### src/verilog/seq_settings.svh
`ifndef SEQ_SETTINGS_SVH
`define SEQ_SETTINGS_SVH

// Interleaved threads, one bank each
`define SEQ_N_THREADS 4

// Program memory address width, 64 words
`define SEQ_PROG_AW 6

`define SEQ_FIELD_W 7   // Operand field inside a bank
`define SEQ_THREAD_W 2  // Bank prefix

`endif

### src/verilog/seq_isa_pkg.sv
`default_nettype none
`include "seq_settings.svh"

package seq_isa_pkg;

    typedef logic [`SEQ_PROG_AW-1:0] prog_addr_t;
    typedef logic [`SEQ_FIELD_W-1:0] field_t;
    typedef logic [1:0]              step_cnt_t;

    typedef enum logic [2:0] {
        JMP     = 3'd0,
        CALL    = 3'd1,
        RET     = 3'd2,
        HALT    = 3'd3,
        FP2_MUL = 3'd4,
        FP2_SQR = 3'd5,
        ACC_SUB = 3'd6
    } opcode_t;

    typedef struct packed {
        opcode_t opcode;
        field_t  dst;   // Low bits are the JMP/CALL target
        field_t  src0;  // Frame offset for CALL
        field_t  src1;
    } instr_t;

    // Datapath controls, same field order as the pairing core
    typedef struct packed {
        logic [1:0] pos;
        logic [2:0] pom3;
        logic [2:0] pom2;
        logic [2:0] pom1;
        logic [2:0] cm;
        logic [1:0] pm;
    } csig_t;

    function automatic step_cnt_t op_steps(opcode_t op);
        case (op)
            FP2_MUL:          return 2'd3;
            FP2_SQR, ACC_SUB: return 2'd2;
            default:          return 2'd1;  // Control ops take one pass over the threads
        endcase
    endfunction

    //////////////////////////////////////////////////
    // Microcode steps  {pos, pom3, pom2, pom1, cm, pm}
    //////////////////////////////////////////////////
    function automatic csig_t mop_table(opcode_t op, step_cnt_t step);
        csig_t c;
        c = '0;
        case (op)
            FP2_MUL: begin
                case (step)
                    2'd0:    c = csig_t'({2'b00, 3'b000, 3'b001, 3'b001, 3'b001, 2'b00});
                    2'd1:    c = csig_t'({2'b00, 3'b000, 3'b010, 3'b100, 3'b001, 2'b00});
                    2'd2:    c = csig_t'({2'b01, 3'b000, 3'b011, 3'b000, 3'b001, 2'b10});
                    default: c = '0;
                endcase
            end
            FP2_SQR: begin
                case (step)
                    2'd0:    c = csig_t'({2'b01, 3'b000, 3'b001, 3'b000, 3'b010, 2'b00});
                    2'd1:    c = csig_t'({2'b00, 3'b000, 3'b000, 3'b001, 3'b001, 2'b01});
                    default: c = '0;
                endcase
            end
            ACC_SUB: begin
                case (step)
                    2'd0:    c = csig_t'({2'b00, 3'b000, 3'b000, 3'b001, 3'b001, 2'b00});
                    2'd1:    c = csig_t'({2'b00, 3'b000, 3'b000, 3'b100, 3'b001, 2'b00});
                    default: c = '0;
                endcase
            end
            default: c = '0;  // NOP
        endcase
        return c;
    endfunction

endpackage

`default_nettype wire

### src/verilog/seq_pipe_pkg.sv
`default_nettype none
`include "seq_settings.svh"

package seq_pipe_pkg;

    import seq_isa_pkg::*;

    localparam int BANK_AW = `SEQ_THREAD_W + `SEQ_FIELD_W;

    typedef logic [`SEQ_THREAD_W-1:0] thread_id_t;
    typedef logic [BANK_AW-1:0]       bank_addr_t;  // Thread prefix over field

    // Fetch to lanes, broadcast every cycle
    typedef struct packed {
        logic       valid;
        opcode_t    opcode;
        step_cnt_t  step;
        thread_id_t slot;
        field_t     dst;
        field_t     src0;
        field_t     src1;
        field_t     frame;
    } issue_t;

    // Lane to issue stage
    typedef struct packed {
        logic       valid;
        opcode_t    opcode;
        step_cnt_t  step;
        bank_addr_t dst;
        bank_addr_t src0;
        bank_addr_t src1;
    } lane_out_t;

    typedef struct packed {
        csig_t      csig;
        bank_addr_t dst;
        bank_addr_t src0;
        bank_addr_t src1;
    } mop_t;

endpackage

`default_nettype wire

### src/verilog/seq_fetch.sv
`timescale 1ns/1ps
`default_nettype none
`include "seq_settings.svh"

module seq_fetch import seq_isa_pkg::*, seq_pipe_pkg::*; (
    input  logic       clk,
    input  logic       rstn,
    input  logic       prog_we,
    input  prog_addr_t prog_addr,
    input  instr_t     prog_data,
    input  logic       run,
    output logic       busy,
    output issue_t     issue
);

    localparam int PROG_DEPTH = 1 << `SEQ_PROG_AW;

    typedef enum logic [1:0] {
        ST_IDLE,
        ST_READ,   // Read bubble while the memory output settles
        ST_ISSUE
    } fetch_state_t;

    fetch_state_t state;
    instr_t       prog_mem [PROG_DEPTH];
    instr_t       instr;      // Memory output at pc
    prog_addr_t   pc;
    prog_addr_t   ret_addr;
    prog_addr_t   jmp_target;
    field_t       frame;
    thread_id_t   slot;
    step_cnt_t    step;
    logic         is_arith;
    logic         last_slot;
    logic         last_step;

    assign jmp_target = prog_addr_t'(instr.dst);
    assign is_arith   = instr.opcode inside {FP2_MUL, FP2_SQR, ACC_SUB};
    assign last_slot  = (slot == thread_id_t'(`SEQ_N_THREADS - 1));
    assign last_step  = (step == op_steps(instr.opcode) - 2'd1);
    assign busy       = (state != ST_IDLE);

    //////////////////////////////////////////////////
    // Program memory
    //////////////////////////////////////////////////
    always_ff @(posedge clk) begin
        if (prog_we && state == ST_IDLE) begin  // Loader only while idle
            prog_mem[prog_addr] <= prog_data;
        end
        instr <= prog_mem[pc];
    end

    //////////////////////////////////////////////////
    // Run state, counters and control flow
    //////////////////////////////////////////////////
    always_ff @(posedge clk) begin
        if (!rstn) begin
            state    <= ST_IDLE;
            pc       <= '0;
            ret_addr <= '0;
            frame    <= '0;
            slot     <= '0;
            step     <= '0;
        end else begin
            case (state)
                ST_IDLE: begin
                    if (run) begin
                        state <= ST_READ;
                        pc    <= '0;
                    end
                end
                ST_READ: begin
                    state <= ST_ISSUE;
                    slot  <= '0;
                    step  <= '0;
                end
                ST_ISSUE: begin
                    if (!last_slot) begin
                        slot <= slot + 1'b1;
                    end else if (!last_step) begin
                        slot <= '0;                 // Step-major, back to thread 0
                        step <= step + 1'b1;
                    end else begin
                        state <= ST_READ;
                        case (instr.opcode)
                            JMP: pc <= jmp_target;
                            CALL: begin
                                ret_addr <= pc + 1'b1;
                                pc       <= jmp_target;
                                frame    <= instr.src0;  // Stays until the next CALL
                            end
                            RET: pc <= ret_addr;
                            HALT: begin
                                pc    <= '0;
                                state <= ST_IDLE;
                            end
                            default: pc <= pc + 1'b1;
                        endcase
                    end
                end
                default: state <= ST_IDLE;
            endcase
        end
    end

    // Broadcast word, control ops go out with valid low
    always_comb begin
        issue.valid  = (state == ST_ISSUE) && is_arith;
        issue.opcode = instr.opcode;
        issue.step   = step;
        issue.slot   = slot;
        issue.dst    = instr.dst;
        issue.src0   = instr.src0;
        issue.src1   = instr.src1;
        issue.frame  = frame;
    end

endmodule

`default_nettype wire

### src/verilog/thread_lane.sv
`timescale 1ns/1ps
`default_nettype none

module thread_lane import seq_isa_pkg::*, seq_pipe_pkg::*; #(
    parameter int LANE_ID = 0
) (
    input  logic      clk,
    input  logic      rstn,
    input  issue_t    issue,
    output lane_out_t lane_out
);

    logic hit;

    assign hit = issue.valid && (issue.slot == thread_id_t'(LANE_ID));

    // Bank prefix over the frame-relative field
    function automatic bank_addr_t bank_addr(field_t field, field_t frame);
        field_t offs;
        offs = field + frame;  // Wraps at 128
        return {thread_id_t'(LANE_ID), offs};
    endfunction

    always_ff @(posedge clk) begin
        if (!rstn) begin
            lane_out.valid <= 1'b0;
        end else begin
            lane_out.valid <= hit;
        end
    end

    always_ff @(posedge clk) begin
        if (hit) begin
            lane_out.opcode <= issue.opcode;
            lane_out.step   <= issue.step;
            lane_out.dst    <= bank_addr(issue.dst, issue.frame);
            lane_out.src0   <= bank_addr(issue.src0, issue.frame);
            lane_out.src1   <= bank_addr(issue.src1, issue.frame);
        end
    end

endmodule

`default_nettype wire

### src/verilog/mop_issue.sv
`timescale 1ns/1ps
`default_nettype none
`include "seq_settings.svh"

module mop_issue import seq_isa_pkg::*, seq_pipe_pkg::*; (
    input  logic      clk,
    input  logic      rstn,
    input  lane_out_t lanes [`SEQ_N_THREADS],
    output logic      mop_valid,
    output mop_t      mop
);

    lane_out_t sel;

    // At most one lane holds a micro-op in any cycle
    always_comb begin
        sel = '0;
        for (int i = 0; i < `SEQ_N_THREADS; i++) begin
            if (lanes[i].valid) begin
                sel = lanes[i];
            end
        end
    end

    always_ff @(posedge clk) begin
        if (!rstn) begin
            mop_valid <= 1'b0;
        end else begin
            mop_valid <= sel.valid;
        end
    end

    always_ff @(posedge clk) begin
        if (sel.valid) begin
            mop.csig <= mop_table(sel.opcode, sel.step);  // Step expansion
            mop.dst  <= sel.dst;
            mop.src0 <= sel.src0;
            mop.src1 <= sel.src1;
        end
    end

endmodule

`default_nettype wire

### src/verilog/microcode_sequencer.sv
`timescale 1ns/1ps
`default_nettype none
`include "seq_settings.svh"

module microcode_sequencer import seq_isa_pkg::*, seq_pipe_pkg::*; (
    input  logic       clk,
    input  logic       rstn,
    input  logic       prog_we,
    input  prog_addr_t prog_addr,
    input  instr_t     prog_data,
    input  logic       run,
    output logic       busy,
    output logic       mop_valid,
    output mop_t       mop
);

    issue_t    issue;
    lane_out_t lane_outs [`SEQ_N_THREADS];

    seq_fetch i_seq_fetch (
        .clk       (clk),
        .rstn      (rstn),
        .prog_we   (prog_we),
        .prog_addr (prog_addr),
        .prog_data (prog_data),
        .run       (run),
        .busy      (busy),
        .issue     (issue)
    );

    // One lane per thread, each picks its own slot
    for (genvar g = 0; g < `SEQ_N_THREADS; g++) begin : g_lane
        thread_lane #(
            .LANE_ID (g)
        ) i_thread_lane (
            .clk      (clk),
            .rstn     (rstn),
            .issue    (issue),
            .lane_out (lane_outs[g])
        );
    end

    mop_issue i_mop_issue (
        .clk       (clk),
        .rstn      (rstn),
        .lanes     (lane_outs),
        .mop_valid (mop_valid),
        .mop       (mop)
    );

endmodule

`default_nettype wire

### config.mk
export PLATFORM = sky130hd
export DESIGN_NAME = microcode_sequencer
export DESIGN_NICKNAME = d
export VERILOG_FILES = /design/src/verilog/seq_isa_pkg.sv /design/src/verilog/seq_pipe_pkg.sv /design/src/verilog/seq_fetch.sv /design/src/verilog/thread_lane.sv /design/src/verilog/mop_issue.sv /design/src/verilog/microcode_sequencer.sv
export VERILOG_INCLUDE_DIRS = /design/src /design/src/verilog
export SDC_FILE = /design/constraint.sdc
export NUM_CORES = 2
export LEC_CHECK = 0
export ABC_CLOCK_PERIOD_IN_PS = 2750
export BUFFER_PORTS_ARGS = -buffer_cell sky130_fd_sc_hd__buf_4
export CAP_MARGIN = 10
export CORE_MARGIN = 2
export CORE_UTILIZATION = 44
export CTS_CLUSTER_SIZE = 10
export DETAILED_ROUTE_END_ITERATION = 12
export MAX_ROUTING_LAYER = met4
export PLACE_DENSITY = 0.58
export SETUP_SLACK_MARGIN = 0.3
export SYNTH_ARGS = -nofsm -noshare
export SYNTH_HDL_FRONTEND = slang
export SYNTH_SLANG_ARGS = --single-unit
### constraint.sdc
create_clock -name clk -period 2.75 [get_ports clk]
set_input_delay 0.1375 -clock clk [delete_from_list [all_inputs] [get_ports clk]]
set_output_delay 0.1375 -clock clk [all_outputs]
set_load 0.005 [all_outputs]
# Word-level counts from Yosys, hierarchy flattened
# Memories as Yosys holds them, arrays and structs flattened. A register that Yosys moved wholly into a read port is not among the register bits.
# Cells that the tools add are included.
dict set report word_totals {
  ff_bits 177
  mem_bits_rw 1536
  in_bits 34
  memories 1
}
dict set report classes {
  reduce_logical 22
  addsub 7
  eq_ne 22
  n_mux 27
}
# memory depth width read_ports rd_ports_with_merged_regs write_ports line_no
set mem_list {}
lappend mem_list {i_seq_fetch.prog_mem 64 24 1 1 1 seq_fetch.sv:25} ;# instr_t prog_mem [PROG_DEPTH];
# operator n
set ops {}
lappend ops {{2-to-1 mux 33 bit} 4}
lappend ops {{one-hot mux 16 bit (3 select lines)} 1}
lappend ops {{one-hot mux 15 bit (3 select lines)} 1}
lappend ops {{one-hot mux 15 bit (2 select lines)} 1}
lappend ops {{adder 7 bit} 3}
lappend ops {{== test 3 bit (second input constant)} 6}
lappend ops {{2-to-1 mux 6 bit} 3}
lappend ops {{one-hot mux 6 bit (3 select lines)} 1}
lappend ops {{one-hot mux 8 bit (2 select lines)} 1}
lappend ops {{2-to-1 mux 2 bit} 7}
lappend ops {{one-hot mux 2 bit (2 select lines)} 3}
lappend ops {{one-hot mux 6 bit (2 select lines)} 1}
lappend ops {{== test 2 bit (second input constant)} 4}
lappend ops {{AND reduction 4 bit} 2}
lappend ops {{adder 6 x 1 -> 6 bit (second input constant)} 1}
lappend ops {{== test 2 x 1 -> 1 bit (second input constant)} 3}
lappend ops {{== test 3 x 2 -> 1 bit (second input constant)} 2}
lappend ops {{logical AND 1 bit} 6}
lappend ops {{zero test 2 bit} 3}
lappend ops {{one-hot mux 2 bit (3 select lines)} 1}
lappend ops {{AND reduction 3 bit} 2}
lappend ops {{nonzero test 2 bit} 3}
lappend ops {{OR reduction 2 bit} 3}
lappend ops {{adder 2 x 1 -> 2 bit (second input constant)} 2}
lappend ops {{10 further kinds} 14}

# Logic depth before layout (Yosys ltp)
dict set report logic_depth {
  word_depth 8
  ltp_mapped 10
  mapped_depth_nobuf 9
}

# Cells and area by module
# A second synthesis with hierarchy kept.
dict set report hier_totals {
  cells_unflattened 3664
  hier_area_um2 69511.7
}
# mod n_inst area_per_inst_um2 cells_each seq_area_each_um2
set modules_own_cells {}
lappend modules_own_cells {seq_fetch 1 60795.8 2890 47105.2}
lappend modules_own_cells {{thread_lane at g_lane[1].i_thread_lane ...} 2 1596.5 128 800.8}
lappend modules_own_cells {mop_issue 1 2280.9 252 1101.1}
lappend modules_own_cells {{thread_lane at g_lane[0].i_thread_lane} 1 1621.6 133 800.8}
lappend modules_own_cells {{thread_lane at g_lane[3].i_thread_lane} 1 1620.3 133 800.8}

# Worst setup path before layout
# No wires, ideal clock.
dict set report synth_timing {
  path_type {flip-flop to flip-flop}
  startpoint {register i_seq_fetch.state[0]}
  endpoint {memory i_seq_fetch.prog_mem[56][0] (netlist name), enable pin}
  n_path_buf 0
  setup_slack_ps 175
  stages_incl_launch_ff 7
  synth_period_minus_slack_ps 2575
  t_arrival_ps 2170
  path_cell_list {dfxtp_1 > inv_1 > ha_1 > inv_1 > nor2_1 > nand2_1 > nor2_1}
}
dict set report synth_between {
  elab_chain_cells 4
}
# element line_no
set synth_lines {}
lappend synth_lines {{start: declaration} seq_fetch.sv:24} ;# fetch_state_t state;
lappend synth_lines {{start signal: assignment} seq_fetch.sv:58} ;# state <= ST_IDLE;
lappend synth_lines {{start signal: assignment} seq_fetch.sv:68} ;# state <= ST_READ;
lappend synth_lines {{start signal: assignment} seq_fetch.sv:73} ;# state <= ST_ISSUE;
lappend synth_lines {{zero test 2 bit} seq_fetch.sv:47} ;# if (prog_we && state == ST_IDLE) begin
lappend synth_lines {{logical AND 1 bit} seq_fetch.sv:47}
lappend synth_lines {{2-to-1 mux 1 bit} seq_fetch.sv:47}
lappend synth_lines {{2-to-1 mux 1 bit (not written as such)} seq_fetch.sv:48} ;# prog_mem[prog_addr] <= prog_data;
lappend synth_lines {{end: declaration} seq_fetch.sv:25}
# No other way between the ends.

==> results summary <==
Leaving out fill and tap cells, the most frequent cell in the layout is sky130_fd_sc_hd__edfxtp_1. The largest driver fanout on the critical path is 8. The clock tree synthesis step divided the H-tree into 4 levels. Summed over all layers, the global routing overflow is 0. The via count of the first global-routing pass is 34000. The effective utilization at floorplan came out at 0.443. The number of buffers between clock root and the deepest sink is 3. The final clock period utilization by the worst path is 0.932. The maximum VDD drop is 537 uV. The remaining max-slew budget at the tightest pin is 0.412. The count of nets after finishing is 3556. The startpoint type of the worst setup path is a flop. The register-to-register path setup slack is 0.19 ns. The count of TritonRoute iterations in the first routing pass came out at 5. The max-slew violation count is 0. The final hold slack came out at 0.0302 ns. The worst setup path is captured at a flop.

The detailed router's first-iteration violation count is 3920. The clock transition time at the flip-flop clock pins of the worst setup and hold paths is 0.06 ns. The placer's final routability congestion estimate is 0.791. The core area came out at 0.150 mm^2.

The horizontal extent of the die is 392 um. The proportion of netlist area held by the largest area contributor is 0.756. The synthesis warning total came out at 0. Across every metal layer, demand over resource in global routing totals 0.235. The tree built by TritonCTS fans out to 1726 sinks. In the layout the commonest cells are sky130_fd_sc_hd__edfxtp_1, sky130_fd_sc_hd__mux4_2, sky130_fd_sc_hd__buf_4, sky130_fd_sc_hd__clkbuf_16, sky130_fd_sc_hd__clkbuf_1.

The synthesized flop and latch total came out at 1726. The synthesized instance count is 3048. The leakage component of the power came out at 24.6 nW. The largest net degree at the start of global routing is 65. The most used flip-flop cell after synthesis is sky130_fd_sc_hd__edfxtp_1. Setup violations remaining at the end of the flow were counted as 0. The flow ran to the end, and the final reports show no timing, DRC or antenna violations. Setup repair after global routing could not meet its margin everywhere. The actual slew at the worst max-slew pin came out at 0.882 ns. The final number of hold-violating endpoints was 0. The I/O pin count came out at 79.

The total routed wirelength is 174 mm. The synthesized area per cell came out at 21.8 um^2. The arrival time at the worst endpoint came out at 3.24 ns. The type of the worst setup path is reg -> reg. The fraction of registers with async set/reset is 0. Between clock sinks in the finished design, the worst skew comes to 0.0362 ns.

In the final layout, the share of cells above drive strength 1 is 0.325. In this run the cell area of the synthesized design comes to 0.0664 mm^2. Based on the critical path, the design can be clocked at up to 390 MHz. The number of nets with antenna violations after detailed routing came out at 0. The number of vias per cell after detailed routing is 5.93. The area of the die came out at 0.154 mm^2. Summed over all instances, the cell type with the most area after synthesis is sky130_fd_sc_hd__edfxtp_1.

The routed length per placed instance came out at 30.7 um. For this run, the register share of the synthesized area comes to 0.772. The number of clock buffers inserted by TritonCTS is 193. After synthesis, the cell types taking the most area are sky130_fd_sc_hd__edfxtp_1, sky130_fd_sc_hd__mux4_2, sky130_fd_sc_hd__dfxtp_1, sky130_fd_sc_hd__mux2i_1, sky130_fd_sc_hd__ha_1. Compared with the post-synthesis result, the final layout area differs by 19.1%. The routed layout has 33500 vias. The latest clock arrival within the worst-skew pair is 0.83 ns. Data on the critical path is required at its endpoint by 3.43 ns.

The tightest min-delay check is of the in -> reg type. The wire length of the first global-routing pass came out at 247 mm. The number of antenna violations at the first check in global routing came out at 12. CTS placed an instance of sky130_fd_sc_hd__clkbuf_16 at the clock tree root. The floorplan die height is 392 um. For this run, design rule violations remaining after detail routing come to 0. Yosys mapped a number of flops with a built-in enable equal to 1672. The power per cell area came out at 706 mW/mm^2. The number of placement rows is 142.

Detailed placement finished with a half-perimeter wire length of 98.0 mm. The count of buffers inserted at the top-level ports is 71. The total negative slack for setup checks is 0 ns.

TritonCTS built the clock tree. Across the run, the number of max-cap violations was 0. The time the final worst path needs with I/O delays and setup is 2.56 ns. The distinct cell type count of the synthesized netlist is 66.
path summary, 6_finish.rpt:
check                                from                           end  cells past startpoint
hold reg to reg   i_seq_fetch.ret_addr[0]       i_seq_fetch.ret_addr[0]                      2
setup / recovery        i_seq_fetch.pc[0]         i_seq_fetch.issue[18]                      7
hold / removal               prog_addr[2]  i_seq_fetch.prog_mem[12][12]                      5
setup reg to reg        i_seq_fetch.pc[0]         i_seq_fetch.issue[18]                      7
cells by family (layout without fill, tap and decap cells):
family,after synthesis,in the layout,synth area share
simple gates,287,287,0.0203
flops,1726,1726,0.772
other cells,1,16,0.0000565
xor+xnor,23,23,0.00303
compound gates,295,295,0.0298
buf+inv,196,764,0.0154
fa+ha+maj,35,35,0.00693
mux,485,485,0.152
metal layers:
metal | track usage | routed length, um | vias to the layer above
met4 | 0.0609 | 4300 | 0
met2 | 0.362 | 83400 | 1450
li1 | - | - | 13700
met1 | 0.326 | 71800 | 18100
met3 | 0.0418 | 14000 | 244
met5 | - | 0 | -
per-stage QoR:
stage / instance area, um^2 / total power [mW] / utilization / worst slack (ns) / instances
floorplan: 66400 / 31.3 / - / 0.175 / 3054
global placement: 71300 / 32.5 / 0.476 / -0.406 / 5204
detailed placement: 71300 / 32.6 / 0.476 / -0.383 / 5204
CTS: 78500 / 56.2 / 0.524 / 0.175 / 5612
global route: 79100 / 57.5 / 0.528 / 0.176 / 5642
finish: 79100 / 55.8 / 0.528 / 0.186 / 5647
timing repair:
action	in CTS	in global routing
setup endpoints to repair	330	296
hold buffers	27	1
hold endpoints to repair	1569	4
setup buffers	37	22
gates resized for setup	120	51
cloned	14	3
pin swaps	10	21
worst max-delay path, stage by stage, from the launching register on:
cell and delay [ns]:
sky130_fd_sc_hd__dfxtp_4 0.36, sky130_fd_sc_hd__buf_12 0.14, sky130_fd_sc_hd__buf_16 0.19, sky130_fd_sc_hd__buf_8 0.14, sky130_fd_sc_hd__mux4_1 0.55, sky130_fd_sc_hd__mux4_2 0.64
sky130_fd_sc_hd__o21ai_4 0.29, sky130_fd_sc_hd__nand2_1 0.09
Yosys cell counts, types with 4 or more instances:
cell / n
sky130_fd_sc_hd__o221ai_1: 27
sky130_fd_sc_hd__o22ai_1: 25
sky130_fd_sc_hd__mux2i_1: 58
sky130_fd_sc_hd__o21ai_0: 51
sky130_fd_sc_hd__nor3_1: 9
sky130_fd_sc_hd__dfxtp_1: 54
sky130_fd_sc_hd__mux4_1: 4
sky130_fd_sc_hd__ha_1: 32
sky130_fd_sc_hd__buf_4: 31
sky130_fd_sc_hd__and3_1: 6
sky130_fd_sc_hd__buf_6: 15
sky130_fd_sc_hd__nand3b_1: 7
sky130_fd_sc_hd__clkbuf_1: 84
sky130_fd_sc_hd__nand4_1: 6
sky130_fd_sc_hd__xnor2_1: 15
sky130_fd_sc_hd__xor2_1: 8
sky130_fd_sc_hd__a221oi_1: 5
sky130_fd_sc_hd__buf_2: 35
sky130_fd_sc_hd__inv_1: 22
sky130_fd_sc_hd__nand2_1: 82
sky130_fd_sc_hd__mux2_2: 10
sky130_fd_sc_hd__nor2_1: 97
sky130_fd_sc_hd__a22oi_1: 22
sky130_fd_sc_hd__o21ai_1: 39
sky130_fd_sc_hd__a221o_1: 28
sky130_fd_sc_hd__a211oi_1: 19
sky130_fd_sc_hd__nand2b_1: 8
sky130_fd_sc_hd__nand3_1: 18
sky130_fd_sc_hd__mux4_2: 412
sky130_fd_sc_hd__a21oi_1: 45
sky130_fd_sc_hd__buf_1: 8
sky130_fd_sc_hd__a21o_1: 6
sky130_fd_sc_hd__o21bai_1: 6
sky130_fd_sc_hd__nor2b_1: 29
sky130_fd_sc_hd__and2_1: 9
sky130_fd_sc_hd__edfxtp_1: 1672
registers in the layout, summed over array words and instances (netlist names):
name	flops
i_seq_fetch.prog_mem	1536
g_lane.i_thread_lane.lane_out	108
i_mop_issue.mop	32
i_seq_fetch.issue	24
i_seq_fetch.frame	7
i_seq_fetch.pc	6
i_seq_fetch.ret_addr	6
i_seq_fetch.slot	2
i_seq_fetch.state	2
i_seq_fetch.step	2
i_mop_issue.mop_valid	1
layout make-up:
| class | count | area, um^2 |
|---|---|---|
| fillers | 11500 | 70700 |
| flip-flops and latches | 1726 | 51300 |
| multi-input cells | 1132 | 14700 |
| clock buffers | 314 | 5300 |
| repair buffers | 412 | 4770 |
| well taps | 2016 | 2520 |
| clock inverters | 16 | 339 |
| inverters | 22 | 86.3 |
| diodes | 9 | 22.5 |
report_power, final:
group | total, mW | leakage [nW] | switching (mW) | internal (mW)
clock | 23.2 | 2.67 | 10.0 | 13.2
sequential | 29.2 | 15.5 | 0.121 | 29.1
combinational | 3.43 | 6.45 | 1.85 | 1.58
No activity file was read; power rests on OpenSTA's default activity.
